### src/verilog/video_cfg.svh
// Video path configuration
`ifndef VIDEO_CFG_SVH
`define VIDEO_CFG_SVH

// ======================================================================
// Pixel word widths
// ======================================================================

// One camera colour component
`define VIDEO_COMP_W 12
// Bits kept per channel in a packed RGB word
`define VIDEO_PACK_W 5
// FIFO word
`define VIDEO_WORD_W 16
// Binary and morphology pixel
`define VIDEO_BIN_W 8
// Pixel FIFO entries
`define VIDEO_FIFO_DEPTH 16
// Frame rate input, four bits per display digit
`define VIDEO_RATE_W 24

// ======================================================================
// Default VGA timing, 640x480
// ======================================================================

// Horizontal, in pixel clocks
`define VGA_H_ACTIVE 640
`define VGA_H_FRONT 16
`define VGA_H_SYNC 96
`define VGA_H_BACK 48

// Vertical, in lines
`define VGA_V_ACTIVE 480
`define VGA_V_FRONT 10
`define VGA_V_SYNC 2
`define VGA_V_BACK 33

`endif

### src/verilog/video_pkg.sv
// Video path types
`default_nettype none

`include "video_cfg.svh"

package video_pkg;

  // Camera view shown on the display
  typedef enum logic [1:0] {
    view_rgb,
    view_binary,
    view_eroded,
    view_dilated
  } view_sel_e;

  // Phase of one timing axis, in scan order
  typedef enum logic [1:0] {
    phase_active,
    phase_front,
    phase_sync,
    phase_back
  } sync_phase_e;

  // One FIFO entry
  // Packed RGB 1:5:5:5 or a zero-extended byte
  typedef logic [`VIDEO_WORD_W-1:0] pixel_word_t;

  // Active-low segment pattern, bit 0 is segment a
  typedef logic [6:0] seg_digit_t;

endpackage

`default_nettype wire

### src/verilog/view_select.sv
// Camera view selection
`default_nettype none

`include "video_cfg.svh"

module view_select (
  input  wire logic                      ccd_pixel_clk,
  input  wire logic                      rst,
  input  wire logic [5:3]                sw,
  input  wire logic                      rgb_valid,
  input  wire logic [`VIDEO_COMP_W-1:0]  rgb_red,
  input  wire logic [`VIDEO_COMP_W-1:0]  rgb_green,
  input  wire logic [`VIDEO_COMP_W-1:0]  rgb_blue,
  input  wire logic                      bin_valid,
  input  wire logic [`VIDEO_BIN_W-1:0]   bin_pixel,
  input  wire logic                      eroded_valid,
  input  wire logic [`VIDEO_BIN_W-1:0]   eroded_pixel,
  input  wire logic                      dilated_valid,
  input  wire logic [`VIDEO_BIN_W-1:0]   dilated_pixel,
  output logic                           fifo_wr_en,
  output video_pkg::pixel_word_t         fifo_wr_data,
  output video_pkg::view_sel_e           view
);

  // Zero bits above the three packed channels
  localparam int pad_w = `VIDEO_WORD_W - 3 * `VIDEO_PACK_W;

  video_pkg::view_sel_e   view_next;
  logic                   valid_next;
  video_pkg::pixel_word_t word_next;

  // Switch priority, sw[3] first
  always_comb begin
    if (sw[3]) begin
      view_next = video_pkg::view_rgb;
    end else if (sw[4]) begin
      view_next = video_pkg::view_binary;
    end else if (sw[5]) begin
      view_next = video_pkg::view_eroded;
    end else begin
      view_next = video_pkg::view_dilated;
    end
  end

  // Only the selected source's valid counts
  always_comb begin
    case (view_next)
      video_pkg::view_rgb: begin
        valid_next = rgb_valid;
        // Top bits of red, green and blue
        word_next = {{pad_w{1'b0}},
                     rgb_red[`VIDEO_COMP_W-1 -: `VIDEO_PACK_W],
                     rgb_green[`VIDEO_COMP_W-1 -: `VIDEO_PACK_W],
                     rgb_blue[`VIDEO_COMP_W-1 -: `VIDEO_PACK_W]};
      end
      video_pkg::view_binary: begin
        valid_next = bin_valid;
        word_next  = video_pkg::pixel_word_t'(bin_pixel);
      end
      video_pkg::view_eroded: begin
        valid_next = eroded_valid;
        word_next  = video_pkg::pixel_word_t'(eroded_pixel);
      end
      default: begin
        valid_next = dilated_valid;
        word_next  = video_pkg::pixel_word_t'(dilated_pixel);
      end
    endcase
  end

  // Control outputs
  always_ff @(posedge ccd_pixel_clk) begin
    if (rst) begin
      fifo_wr_en <= 1'b0;
      view       <= video_pkg::view_rgb;
    end else begin
      fifo_wr_en <= valid_next;
      view       <= view_next;
    end
  end

  // Payload word
  always_ff @(posedge ccd_pixel_clk) begin
    fifo_wr_data <= word_next;
  end

endmodule

`default_nettype wire

### src/verilog/pixel_fifo.sv
// Pixel FIFO
`default_nettype none

`include "video_cfg.svh"

module pixel_fifo #(
  parameter int depth = `VIDEO_FIFO_DEPTH
) (
  input  wire logic                    ccd_pixel_clk,
  input  wire logic                    rst,
  input  wire logic                    wr_en,
  input  wire video_pkg::pixel_word_t  wr_data,
  input  wire logic                    rd_en,
  output video_pkg::pixel_word_t       rd_data,
  output logic                         empty,
  output logic                         full,
  output logic                         overflow
);

  localparam int ptr_w = (depth > 1) ? $clog2(depth) : 1;
  localparam int cnt_w = $clog2(depth + 1);

  video_pkg::pixel_word_t mem [depth];

  logic [ptr_w-1:0] wr_ptr;
  logic [ptr_w-1:0] rd_ptr;
  logic [cnt_w-1:0] count;
  logic             do_wr;
  logic             do_rd;

  assign empty = (count == '0);
  assign full  = (count == cnt_w'(depth));

  // Accepted transfers
  assign do_wr = wr_en && !full;
  assign do_rd = rd_en && !empty;

  // Head word falls through
  assign rd_data = mem[rd_ptr];

  // Storage
  always_ff @(posedge ccd_pixel_clk) begin
    if (do_wr) begin
      mem[wr_ptr] <= wr_data;
    end
  end

  // ======================================================================
  // Pointers, occupancy and overflow
  // ======================================================================

  always_ff @(posedge ccd_pixel_clk) begin
    if (rst) begin
      wr_ptr   <= '0;
      rd_ptr   <= '0;
      count    <= '0;
      overflow <= 1'b0;
    end else begin
      // Write side, wraps at depth
      if (do_wr) begin
        wr_ptr <= (wr_ptr == ptr_w'(depth - 1)) ? '0 : wr_ptr + 1'b1;
      end
      // Read side
      if (do_rd) begin
        rd_ptr <= (rd_ptr == ptr_w'(depth - 1)) ? '0 : rd_ptr + 1'b1;
      end
      // Occupancy holds on a simultaneous push and pop
      case ({do_wr, do_rd})
        2'b10:   count <= count + 1'b1;
        2'b01:   count <= count - 1'b1;
        default: count <= count;
      endcase
      // Dropped pixel, held until reset
      if (wr_en && full) begin
        overflow <= 1'b1;
      end
    end
  end

endmodule

`default_nettype wire

### src/verilog/vga_timing.sv
// VGA timing generator
`default_nettype none

`include "video_cfg.svh"

module vga_timing #(
  parameter int h_active   = `VGA_H_ACTIVE,
  parameter int h_front    = `VGA_H_FRONT,
  parameter int h_sync_len = `VGA_H_SYNC,
  parameter int h_back     = `VGA_H_BACK,
  parameter int v_active   = `VGA_V_ACTIVE,
  parameter int v_front    = `VGA_V_FRONT,
  parameter int v_sync_len = `VGA_V_SYNC,
  parameter int v_back     = `VGA_V_BACK
) (
  input  wire logic ccd_pixel_clk,
  input  wire logic rst,
  output logic      h_sync,
  output logic      v_sync,
  output logic      disp_ena
);

  localparam int h_w = $clog2(h_active + h_front + h_sync_len + h_back);
  localparam int v_w = $clog2(v_active + v_front + v_sync_len + v_back);

  video_pkg::sync_phase_e h_phase;
  video_pkg::sync_phase_e v_phase;
  logic [h_w-1:0]         h_cnt;
  logic [v_w-1:0]         v_cnt;
  logic [h_w-1:0]         h_last;
  logic [v_w-1:0]         v_last;
  logic                   line_end;

  // Scan order of the phases
  function automatic video_pkg::sync_phase_e next_phase(video_pkg::sync_phase_e p);
    case (p)
      video_pkg::phase_active: return video_pkg::phase_front;
      video_pkg::phase_front:  return video_pkg::phase_sync;
      video_pkg::phase_sync:   return video_pkg::phase_back;
      default:                 return video_pkg::phase_active;
    endcase
  endfunction

  // Last count of the current phase
  always_comb begin
    case (h_phase)
      video_pkg::phase_active: h_last = h_w'(h_active - 1);
      video_pkg::phase_front:  h_last = h_w'(h_front - 1);
      video_pkg::phase_sync:   h_last = h_w'(h_sync_len - 1);
      default:                 h_last = h_w'(h_back - 1);
    endcase
    case (v_phase)
      video_pkg::phase_active: v_last = v_w'(v_active - 1);
      video_pkg::phase_front:  v_last = v_w'(v_front - 1);
      video_pkg::phase_sync:   v_last = v_w'(v_sync_len - 1);
      default:                 v_last = v_w'(v_back - 1);
    endcase
  end

  // Last cycle of the back porch closes a line
  assign line_end = (h_phase == video_pkg::phase_back) && (h_cnt == h_last);

  // ======================================================================
  // Horizontal and vertical phase FSMs
  // ======================================================================

  always_ff @(posedge ccd_pixel_clk) begin
    if (rst) begin
      h_phase <= video_pkg::phase_active;
      h_cnt   <= '0;
    end else if (h_cnt == h_last) begin
      h_phase <= next_phase(h_phase);
      h_cnt   <= '0;
    end else begin
      h_cnt <= h_cnt + 1'b1;
    end
  end

  // Steps once per line
  always_ff @(posedge ccd_pixel_clk) begin
    if (rst) begin
      v_phase <= video_pkg::phase_active;
      v_cnt   <= '0;
    end else if (line_end) begin
      if (v_cnt == v_last) begin
        v_phase <= next_phase(v_phase);
        v_cnt   <= '0;
      end else begin
        v_cnt <= v_cnt + 1'b1;
      end
    end
  end

  // Registered outputs, syncs active low
  always_ff @(posedge ccd_pixel_clk) begin
    if (rst) begin
      h_sync   <= 1'b1;
      v_sync   <= 1'b1;
      disp_ena <= 1'b0;
    end else begin
      h_sync   <= (h_phase != video_pkg::phase_sync);
      v_sync   <= (v_phase != video_pkg::phase_sync);
      disp_ena <= (h_phase == video_pkg::phase_active) &&
                  (v_phase == video_pkg::phase_active);
    end
  end

endmodule

`default_nettype wire

### src/verilog/vga_color_out.sv
// VGA colour output stage
`default_nettype none

`include "video_cfg.svh"

module vga_color_out (
  input  wire logic                    ccd_pixel_clk,
  input  wire logic                    rst,
  input  wire logic                    disp_ena,
  input  wire video_pkg::view_sel_e    view,
  input  wire logic [2:0]              channel_en,
  input  wire video_pkg::pixel_word_t  fifo_rd_data,
  input  wire logic                    fifo_empty,
  output logic                         fifo_rd_en,
  output logic [7:0]                   vga_r,
  output logic [7:0]                   vga_g,
  output logic [7:0]                   vga_b,
  output logic                         vga_blank_n
);

  localparam int pw = `VIDEO_PACK_W;

  logic [2:0][pw-1:0] field;
  logic [2:0][7:0]    chan;

  // Pop one word per displayed pixel
  assign fifo_rd_en = disp_ena && !fifo_empty;

  // Packed fields, index 0 is red
  assign field = {fifo_rd_data[pw-1:0],
                  fifo_rd_data[2*pw-1:pw],
                  fifo_rd_data[3*pw-1:2*pw]};

  // Channel expansion
  always_comb begin
    for (int i = 0; i < 3; i++) begin
      if (view != video_pkg::view_rgb) begin
        // Binary byte on every channel
        chan[i] = fifo_rd_data[7:0];
      end else if (channel_en[i]) begin
        chan[i] = {field[i], {(8 - pw){1'b0}}};
      end else begin
        chan[i] = '0;
      end
    end
  end

  // Black while blanked or starved
  always_ff @(posedge ccd_pixel_clk) begin
    if (rst) begin
      vga_r       <= '0;
      vga_g       <= '0;
      vga_b       <= '0;
      vga_blank_n <= 1'b0;
    end else begin
      vga_r       <= fifo_rd_en ? chan[0] : 8'h00;
      vga_g       <= fifo_rd_en ? chan[1] : 8'h00;
      vga_b       <= fifo_rd_en ? chan[2] : 8'h00;
      vga_blank_n <= disp_ena;
    end
  end

endmodule

`default_nettype wire

### src/verilog/rate_display.sv
// Frame rate seven-segment display
`default_nettype none

`include "video_cfg.svh"

module rate_display (
  input  wire logic [`VIDEO_RATE_W-1:0] rate,
  output video_pkg::seg_digit_t         hex0,
  output video_pkg::seg_digit_t         hex1,
  output video_pkg::seg_digit_t         hex2,
  output video_pkg::seg_digit_t         hex3,
  output video_pkg::seg_digit_t         hex4,
  output video_pkg::seg_digit_t         hex5
);

  localparam int digits = `VIDEO_RATE_W / 4;

  video_pkg::seg_digit_t seg [digits];

  // Hex table, segments gfedcba, lit when low
  function automatic video_pkg::seg_digit_t hex_seg(logic [3:0] nib);
    case (nib)
      4'h0:    return 7'b1000000;
      4'h1:    return 7'b1111001;
      4'h2:    return 7'b0100100;
      4'h3:    return 7'b0110000;
      4'h4:    return 7'b0011001;
      4'h5:    return 7'b0010010;
      4'h6:    return 7'b0000010;
      4'h7:    return 7'b1111000;
      4'h8:    return 7'b0000000;
      4'h9:    return 7'b0010000;
      4'ha:    return 7'b0001000;
      4'hb:    return 7'b0000011;
      4'hc:    return 7'b1000110;
      4'hd:    return 7'b0100001;
      4'he:    return 7'b0000110;
      default: return 7'b0001110;
    endcase
  endfunction

  // One decoder per nibble
  always_comb begin
    for (int d = 0; d < digits; d++) begin
      seg[d] = hex_seg(rate[4*d +: 4]);
    end
  end

  // Lowest nibble on hex0
  assign hex0 = seg[0];
  assign hex1 = seg[1];
  assign hex2 = seg[2];
  assign hex3 = seg[3];
  assign hex4 = seg[4];
  assign hex5 = seg[5];

endmodule

`default_nettype wire

### src/verilog/capture_display_top.sv
// Camera capture to VGA display
`default_nettype none

`include "video_cfg.svh"

module capture_display_top #(
  parameter int h_active   = `VGA_H_ACTIVE,
  parameter int h_front    = `VGA_H_FRONT,
  parameter int h_sync_len = `VGA_H_SYNC,
  parameter int h_back     = `VGA_H_BACK,
  parameter int v_active   = `VGA_V_ACTIVE,
  parameter int v_front    = `VGA_V_FRONT,
  parameter int v_sync_len = `VGA_V_SYNC,
  parameter int v_back     = `VGA_V_BACK
) (
  input  wire logic                      ccd_pixel_clk,
  input  wire logic                      rst,
  input  wire logic [5:0]                sw,
  input  wire logic                      rgb_valid,
  input  wire logic [`VIDEO_COMP_W-1:0]  rgb_red,
  input  wire logic [`VIDEO_COMP_W-1:0]  rgb_green,
  input  wire logic [`VIDEO_COMP_W-1:0]  rgb_blue,
  input  wire logic                      bin_valid,
  input  wire logic [`VIDEO_BIN_W-1:0]   bin_pixel,
  input  wire logic                      eroded_valid,
  input  wire logic [`VIDEO_BIN_W-1:0]   eroded_pixel,
  input  wire logic                      dilated_valid,
  input  wire logic [`VIDEO_BIN_W-1:0]   dilated_pixel,
  input  wire logic [`VIDEO_RATE_W-1:0]  rate,
  output logic [7:0]                     vga_r,
  output logic [7:0]                     vga_g,
  output logic [7:0]                     vga_b,
  output logic                           vga_hs,
  output logic                           vga_vs,
  output logic                           vga_blank_n,
  output logic                           fifo_overflow,
  output video_pkg::seg_digit_t          hex0,
  output video_pkg::seg_digit_t          hex1,
  output video_pkg::seg_digit_t          hex2,
  output video_pkg::seg_digit_t          hex3,
  output video_pkg::seg_digit_t          hex4,
  output video_pkg::seg_digit_t          hex5
);

  // Write side of the pixel FIFO
  logic                   fifo_wr_en;
  video_pkg::pixel_word_t fifo_wr_data;
  video_pkg::view_sel_e   view;
  // Read side
  logic                   fifo_rd_en;
  video_pkg::pixel_word_t fifo_rd_data;
  logic                   fifo_empty;
  logic                   disp_ena;

  // ======================================================================
  // Camera view into the FIFO
  // ======================================================================

  view_select i_view_select (
    .ccd_pixel_clk (ccd_pixel_clk),
    .rst           (rst),
    .sw            (sw[5:3]),
    .rgb_valid     (rgb_valid),
    .rgb_red       (rgb_red),
    .rgb_green     (rgb_green),
    .rgb_blue      (rgb_blue),
    .bin_valid     (bin_valid),
    .bin_pixel     (bin_pixel),
    .eroded_valid  (eroded_valid),
    .eroded_pixel  (eroded_pixel),
    .dilated_valid (dilated_valid),
    .dilated_pixel (dilated_pixel),
    .fifo_wr_en    (fifo_wr_en),
    .fifo_wr_data  (fifo_wr_data),
    .view          (view)
  );

  // Full only drops pixels, no back-pressure upstream
  pixel_fifo #(
    .depth (`VIDEO_FIFO_DEPTH)
  ) i_pixel_fifo (
    .ccd_pixel_clk (ccd_pixel_clk),
    .rst           (rst),
    .wr_en         (fifo_wr_en),
    .wr_data       (fifo_wr_data),
    .rd_en         (fifo_rd_en),
    .rd_data       (fifo_rd_data),
    .empty         (fifo_empty),
    .full          (),
    .overflow      (fifo_overflow)
  );

  // ======================================================================
  // Display side
  // ======================================================================

  vga_timing #(
    .h_active   (h_active),
    .h_front    (h_front),
    .h_sync_len (h_sync_len),
    .h_back     (h_back),
    .v_active   (v_active),
    .v_front    (v_front),
    .v_sync_len (v_sync_len),
    .v_back     (v_back)
  ) i_vga_timing (
    .ccd_pixel_clk (ccd_pixel_clk),
    .rst           (rst),
    .h_sync        (vga_hs),
    .v_sync        (vga_vs),
    .disp_ena      (disp_ena)
  );

  // Low switches gate the RGB channels
  vga_color_out i_vga_color_out (
    .ccd_pixel_clk (ccd_pixel_clk),
    .rst           (rst),
    .disp_ena      (disp_ena),
    .view          (view),
    .channel_en    (sw[2:0]),
    .fifo_rd_data  (fifo_rd_data),
    .fifo_empty    (fifo_empty),
    .fifo_rd_en    (fifo_rd_en),
    .vga_r         (vga_r),
    .vga_g         (vga_g),
    .vga_b         (vga_b),
    .vga_blank_n   (vga_blank_n)
  );

  // Frame rate digits
  rate_display i_rate_display (
    .rate (rate),
    .hex0 (hex0),
    .hex1 (hex1),
    .hex2 (hex2),
    .hex3 (hex3),
    .hex4 (hex4),
    .hex5 (hex5)
  );

endmodule

`default_nettype wire

### config.mk
export PLATFORM = sky130hd
export DESIGN_NAME = capture_display_top
export DESIGN_NICKNAME = d
export VERILOG_FILES = /design/src/verilog/video_pkg.sv /design/src/verilog/view_select.sv /design/src/verilog/pixel_fifo.sv /design/src/verilog/vga_timing.sv /design/src/verilog/vga_color_out.sv /design/src/verilog/rate_display.sv /design/src/verilog/capture_display_top.sv
export VERILOG_INCLUDE_DIRS = /design/src /design/src/verilog
export SDC_FILE = /design/constraint.sdc
export NUM_CORES = 1
export LEC_CHECK = 0
export ABC_CLOCK_PERIOD_IN_PS = 4500
export BUFFER_PORTS_ARGS = -buffer_cell sky130_fd_sc_hd__buf_2
export CORE_ASPECT_RATIO = 2
export CORE_UTILIZATION = 40
export CTS_BUF_LIST = sky130_fd_sc_hd__clkbuf_4
export DETAILED_ROUTE_END_ITERATION = 12
export PLACE_DENSITY = 0.57
export REMOVE_ABC_BUFFERS = 1
export SLEW_MARGIN = 0
export SYNTH_ARGS = -nofsm -noshare
export SYNTH_HDL_FRONTEND = slang
export SYNTH_SLANG_ARGS = --single-unit
### constraint.sdc
create_clock -name ccd_pixel_clk -period 4.5 [get_ports ccd_pixel_clk]
set_clock_uncertainty 0.15 [all_clocks]
set_input_delay 0.45 -clock ccd_pixel_clk [delete_from_list [all_inputs] [get_ports ccd_pixel_clk]]
set_output_delay 0.45 -clock ccd_pixel_clk [all_outputs]
set_load 0.01 [all_outputs]
Word level (Yosys, flattened, before mapping)
Memory sizes are Yosys's and may differ from the RTL's. A register that Yosys moved wholly into a read port is not among the register bits.
Index checks and enable logic that the tools add are counted.
- $add $sub $neg: 6
- equal/unequal tests: 16
- muxes and demuxes: 23
- bitwise logic cells: 1
- reductions and logical operators: 17
- operators by type and width (cell ; number):
    2-to-1 mux 8 bit ; 6
    one-hot mux 15 bit (3 select lines) ; 1
    one-hot mux 10 bit (3 select lines) ; 1
    one-hot mux 9 bit (3 select lines) ; 1
    adder 10 x 1 -> 10 bit, second input constant ; 2
    2-to-1 mux 4 bit ; 4
    one-hot mux 2 bit (3 select lines) ; 2
    == test 10 bit ; 1
    == test 10 x 9 -> 1 bit ; 1
    == test 2 bit, second input constant ; 5
    2-to-1 mux 10 bit ; 1
    one-hot mux 5 bit (2 select lines) ; 1
    adder 4 x 1 -> 4 bit, second input constant ; 2
    == test 2 x 1 -> 1 bit, second input constant ; 4
    == test 4 bit, second input constant ; 2
    logical AND 1 bit ; 6
    logical NOT 2 bit ; 3
    adder 5 x 1 -> 5 bit, second input constant ; 1
    == test 5 bit, second input constant ; 1
    logical NOT 5 bit ; 1
    subtractor 5 x 1 -> 5 bit, second input constant ; 1
    2-to-1 mux 2 bit ; 2
    inequality test 2 bit, second input constant ; 2
    nonzero test 2 bit ; 2
    other kinds (6) ; 10
- flip-flop bits (word level): 84
- bits in writable memories: 240
- memory bits (read-only): 672
- input port bits: 96
- output and inout bits: 70
- memories kept: 7
- memory list (name ; words ; bits a word ; rd ports ; clocked after Yosys merged registers in ; write ports ; RTL line ; RTL):
    i_pixel_fifo.mem ; 16 ; 15 ; 1 ; 1 ; 1 ; pixel_fifo.sv:23 ; video_pkg::pixel_word_t mem [depth];
    (name not given) ; 16 ; 7 ; 1 ; 0 ; 0 ; rate_display.sv:22 ; case (nib)
    (name not given) ; 16 ; 7 ; 1 ; 0 ; 0 ; rate_display.sv:22 ;
    (name not given) ; 16 ; 7 ; 1 ; 0 ; 0 ; rate_display.sv:22 ;
    (name not given) ; 16 ; 7 ; 1 ; 0 ; 0 ; rate_display.sv:22 ;
    (name not given) ; 16 ; 7 ; 1 ; 0 ; 0 ; rate_display.sv:22 ;
    1 more memories ; n/a ; n/a ; n/a ; n/a ; n/a ; n/a ;

Longest topological paths before layout
- depth in word-level cells: 6
- mapped depth: 13
- gate-level depth less buffers: 11

By module
From an unflattened synthesis, not the netlist that was laid out.
- cells, all modules: 998
- area total of the unflattened synthesis: 15511.1 um^2
- by module, submodules not included (module ; times used ; cells an instance ; area an instance (um^2) ; sequential area each (um^2)):
    pixel_fifo ; 1 ; 476 ; 10874.2 ; 8047.7
    rate_display ; 1 ; 189 ; 1617.8 ; 0.0
    vga_timing ; 1 ; 167 ; 1397.6 ; 540.5
    vga_color_out ; 1 ; 74 ; 827.0 ; 380.4
    view_select ; 1 ; 92 ; 794.5 ; 360.3

Least setup slack after synthesis
OpenSTA, ideal clock, no wires.
- kind: register to register
- start: register i_pixel_fifo.count[1]
- end: register i_pixel_fifo.count[4]
- setup time: 0.121 ns
- data arrival time: 2.838 ns
- slack: 1.391 ns
- cell stages (with the launch flop): 13
- path buffers: 2
- clock period less this slack: 3.109 ns
- cell sequence: dfxtp_1 clkbuf_1 or4_1 o21a_1 ha_1 clkbuf_1 xor2_1 ha_1 a211o_1 nand2_1 nand3b_1 a31oi_1 mux2_2
- word-level cells in the longest chain between the ends: 6
- elaborated cells between the ends (all ways): 13
- ends and longest elaborated chain (item ; RTL line ; RTL):
    from (decl) ; pixel_fifo.sv:27 ; logic [cnt_w-1:0] count;
    from (signal assigned) ; pixel_fifo.sv:69 ; 2'b10: count <= count + 1'b1;
    from (signal assigned) ; pixel_fifo.sv:70 ; 2'b01: count <= count - 1'b1;
    from (signal assigned) ; pixel_fifo.sv:71 ; default: count <= count;
    logical NOT 5 bit ; pixel_fifo.sv:31 ; assign empty = (count == '0);
    logical NOT 1 bit ; pixel_fifo.sv:36, vga_color_out.sv:27 ;
    logical AND 1 bit ; vga_color_out.sv:27 ; assign fifo_rd_en = disp_ena && !fifo_empty;
    logical AND 1 bit ; pixel_fifo.sv:36 ; assign do_rd = rd_en && !empty;
    == test 2 x 1 -> 1 bit or == test 2 bit (tied branches) ; pixel_fifo.sv:68 ; case ({do_wr, do_rd})
    one-hot mux 5 bit (2 select lines) or nonzero test 2 bit (tied branches) ; n/a ;
Several ways; a longest one is shown, not always the timed one.
A chain may end at the register's enable or synchronous reset.

Worst setup path in the final report
Same ends and word-level chain as after synthesis.

==> results_dict.tcl <==
set metrics [dict create \
    status "complete, no violations" \
    holdPathStages 2 \
    p_total_mw 7.01 \
    clk_pin_slew_ps 70 \
    grt_pass1_vias 9353 \
    cp_top_family "compound AO/OA/AOI/OAI gates" \
    worst_pin_slew_ps 914 \
    port_buffers 144 \
    critical_path_arrival_ps 3810 \
    place_area_um2 15400 \
    timing.critical_path.slowest_cell_delay_ps 610 \
    r2r_end "i_pixel_fifo.count[4]" \
    antenna_found_initial 1 \
    slew_headroom_pct 38.9 \
    cts.htree.levels 3 \
    post-dp-hpwl_mm 21.5 \
    synthArstFlopShare_pct 0 \
    reg2reg_slack_ps 1140 \
    ys_seq_elements 322 \
    min_to "i_pixel_fifo.count[0]" \
    powerDensity_nw_per_um2 416 \
    layout-drive-gt1-share_pct 28.3 \
    grt_use_total_pct 18.5 \
    post_cts_buffers 0 \
    cts_tree "yes" \
    pin_count 166 \
    cts.path.max_buffers 3 \
    num_vias 8960 \
    cts_hold_buf 44 \
    yosysTopAreaCell "edfxtp_1" \
    synth_ff_type "edfxtp_1" \
    num_rows 97 \
    max_clock_freq_mhz 298 \
    numClockSinks 322 \
    instances_no_fill 1741 \
    synth_area_leaders "edfxtp_1 (51%), dfxtp_1 (12%), mux4_2 (9.6%)" \
    die_w_um 135 \
    ys_types 50 \
    r2r_cells 11 \
    rsz0062_at_grt "false" \
    grt-ovfl-total 0 \
    nets 1383 \
    gp_congestion 0.778 \
    ir_worst_vdd_v 0.000198 \
    maxCapViolCount 0 \
    yosysWarnings 0 \
    finalInstanceArea_um2 16900 \
    crit_start "i_pixel_fifo.count[1]" \
    path_class "flip-flop to flip-flop" \
    grt_max_degree 44 \
    worstReg2RegStart "i_pixel_fifo.count[1]" \
    critPathSlowestCell "a21boi_1" \
    grt_first_pass_wirelength_mm 49.4 \
    fin_crit_ps 3360 \
    leakage_nw 6.29 \
    cp_max_fo 10 \
    drtPass1Iterations 5 \
    syn_area_um2 14100 \
    core_um2 35000 \
    ys_seq_area_share_pct 62.6 \
    timing.setup.tns_ps 0 \
    syn2layout_area_growth_pct 19.2 \
    period_share_pct 74.7 \
    fin_util_pct 48.2 \
    ant_nets 0 \
    worstPathRequired_ps 4950 \
    drtIter0Drc 375 \
    cts_resized 0 \
    hold_violations 0 \
    synth_top_area_share_pct 51.0 \
    hp-start "rst" \
    setup_viol 0 \
    cp-start-kind "flip-flop" \
    end_kind "flip-flop" \
    die_h_um 268 \
    initial_core_util_pct 40.4 \
    avgSynthCellArea_um2 14.1 \
    placedCellCount 1560 \
    worst-path-buf-inv 1 \
    fp.dieArea_um2 36100 \
    critPathMostFrequentCell "ha_1" \
    cts_buffers 73 \
    drc 0 \
    wl_per_cell_um 18.3 \
    drv_slew 0 \
    root_buffer "clkbuf_4" \
    synthCells 1001 \
    synth_edf_count 240 \
    cp_cell_sequence "nor4_1, a21boi_1, inv_1, ha_1, xor2_1, ha_1, a211o_1, nand2_1, nand3b_1, a31oi_1, mux2_2" \
    clock_latency_ps 720 \
    via_per_inst 5.15 \
    hold_path.class "primary input to flip-flop" \
    postRouteWirelength_mm 31.8 \
]
[worst max path at each step]
stage | end | depth (start not counted)
after CTS | i_pixel_fifo.count[4] | 11
after global routing | i_pixel_fifo.count[4] | 11
after global placement | i_pixel_fifo.count[4] | 11
after floorplan | i_vga_color_out.vga_g[7] | 4
final | i_pixel_fifo.count[4] | 11
after detailed placement | i_pixel_fifo.count[4] | 11
[metrics by stage]
stage	hold WS, ps	setup WS, ps
2_1_floorplan	268	1150
3_3_place_gp	283	1130
3_5_place_dp	295	1090
4_1_cts	72.9	1070
5_1_grt	143	810
6_report	168	1140
[cell usage after synthesis, types with 15 or more instances]
| master | instances |
|---|---|
| edfxtp_1 | 240 |
| nor2_1 | 90 |
| dfxtp_1 | 82 |
| mux4_2 | 60 |
| ha_1 | 53 |
| nand2_1 | 47 |
| a21oi_1 | 42 |
| inv_1 | 39 |
| mux2i_1 | 38 |
| o21ai_0 | 33 |
| clkbuf_1 | 29 |
| o22ai_1 | 20 |
| nand3_1 | 16 |
| a22oi_1 | 15 |
| nor2b_1 | 15 |
[registers in the layout, indices dropped and copies added, names as in the netlist, named ones only]
register and flops:
i_vga_color_out.vga_blank_n 1, i_pixel_fifo.wr_ptr 4, i_vga_color_out.vga_g 5, i_vga_color_out.vga_b 8, i_vga_timing.h_phase 2, i_vga_timing.v_sync 1
i_vga_timing.v_cnt 10, i_pixel_fifo.mem 240, i_view_select.fifo_wr_en 1, i_vga_timing.h_sync 1, i_view_select.fifo_wr_data 15, i_pixel_fifo.overflow 1
i_vga_timing.h_cnt 10, i_pixel_fifo.count 5, i_view_select.view 2, i_pixel_fifo.rd_ptr 4, i_vga_timing.disp_ena 1, i_vga_color_out.vga_r 5
i_vga_timing.v_phase 2
[power by group]
group | switching [mW] | internal [mW]
logic | 0.524 | 0.542
clock network | 1.13 | 1.33
registers | 0.195 | 3.30
[final cells by class]
| type | instances | area (µm²) |
|---|---|---|
| timing repair buffer | 210 | 1340 |
| clock inverter | 37 | 285 |
| fill | 3164 | 18100 |
| multi-input combinational | 588 | 4930 |
| sequential | 322 | 8850 |
| inverter | 39 | 146 |
| tap | 445 | 557 |
| antenna | 1 | 2.50 |
| clock buffer | 99 | 743 |
[kinds of logic (layout without fill, tap and decap cells)]
group	after synthesis	count (layout)	share of synthesized area, %
XOR/XNOR	17	17	1.05
AO/OA/AOI/OAI	167	167	7.63
buffers and inverters	91	385	2.69
adder cells (fa/ha/maj)	53	53	4.69
other	0	1	0
multiplexers	103	103	12.6
AND/OR/NAND/NOR	248	248	8.70
flip-flops	322	322	62.6
[cells in the final DEF (no fill, tap or decap), types with 16 or more instances in the layout]
master and instances:
edfxtp_1 240, buf_2 144, clkbuf_4 99, nor2_1 90
dfxtp_1 79, mux4_2 60, ha_1 53, nand2_1 47
dlygate4sd3_1 44, a21oi_1 42, inv_1 39, mux2i_1 38
o21ai_0 33, buf_4 21, o22ai_1 20, clkinv_1 20
nand3_1 16
[per-layer routing]
metal / track usage, % / share of wire, %
met2: 37.4 / 60
met3: 3.72 / 3.7
met4: 7.32 / 2.0
met5: 0 / 0
met1: 17.5 / 34
No activity file was read; power rests on OpenSTA's default activity.
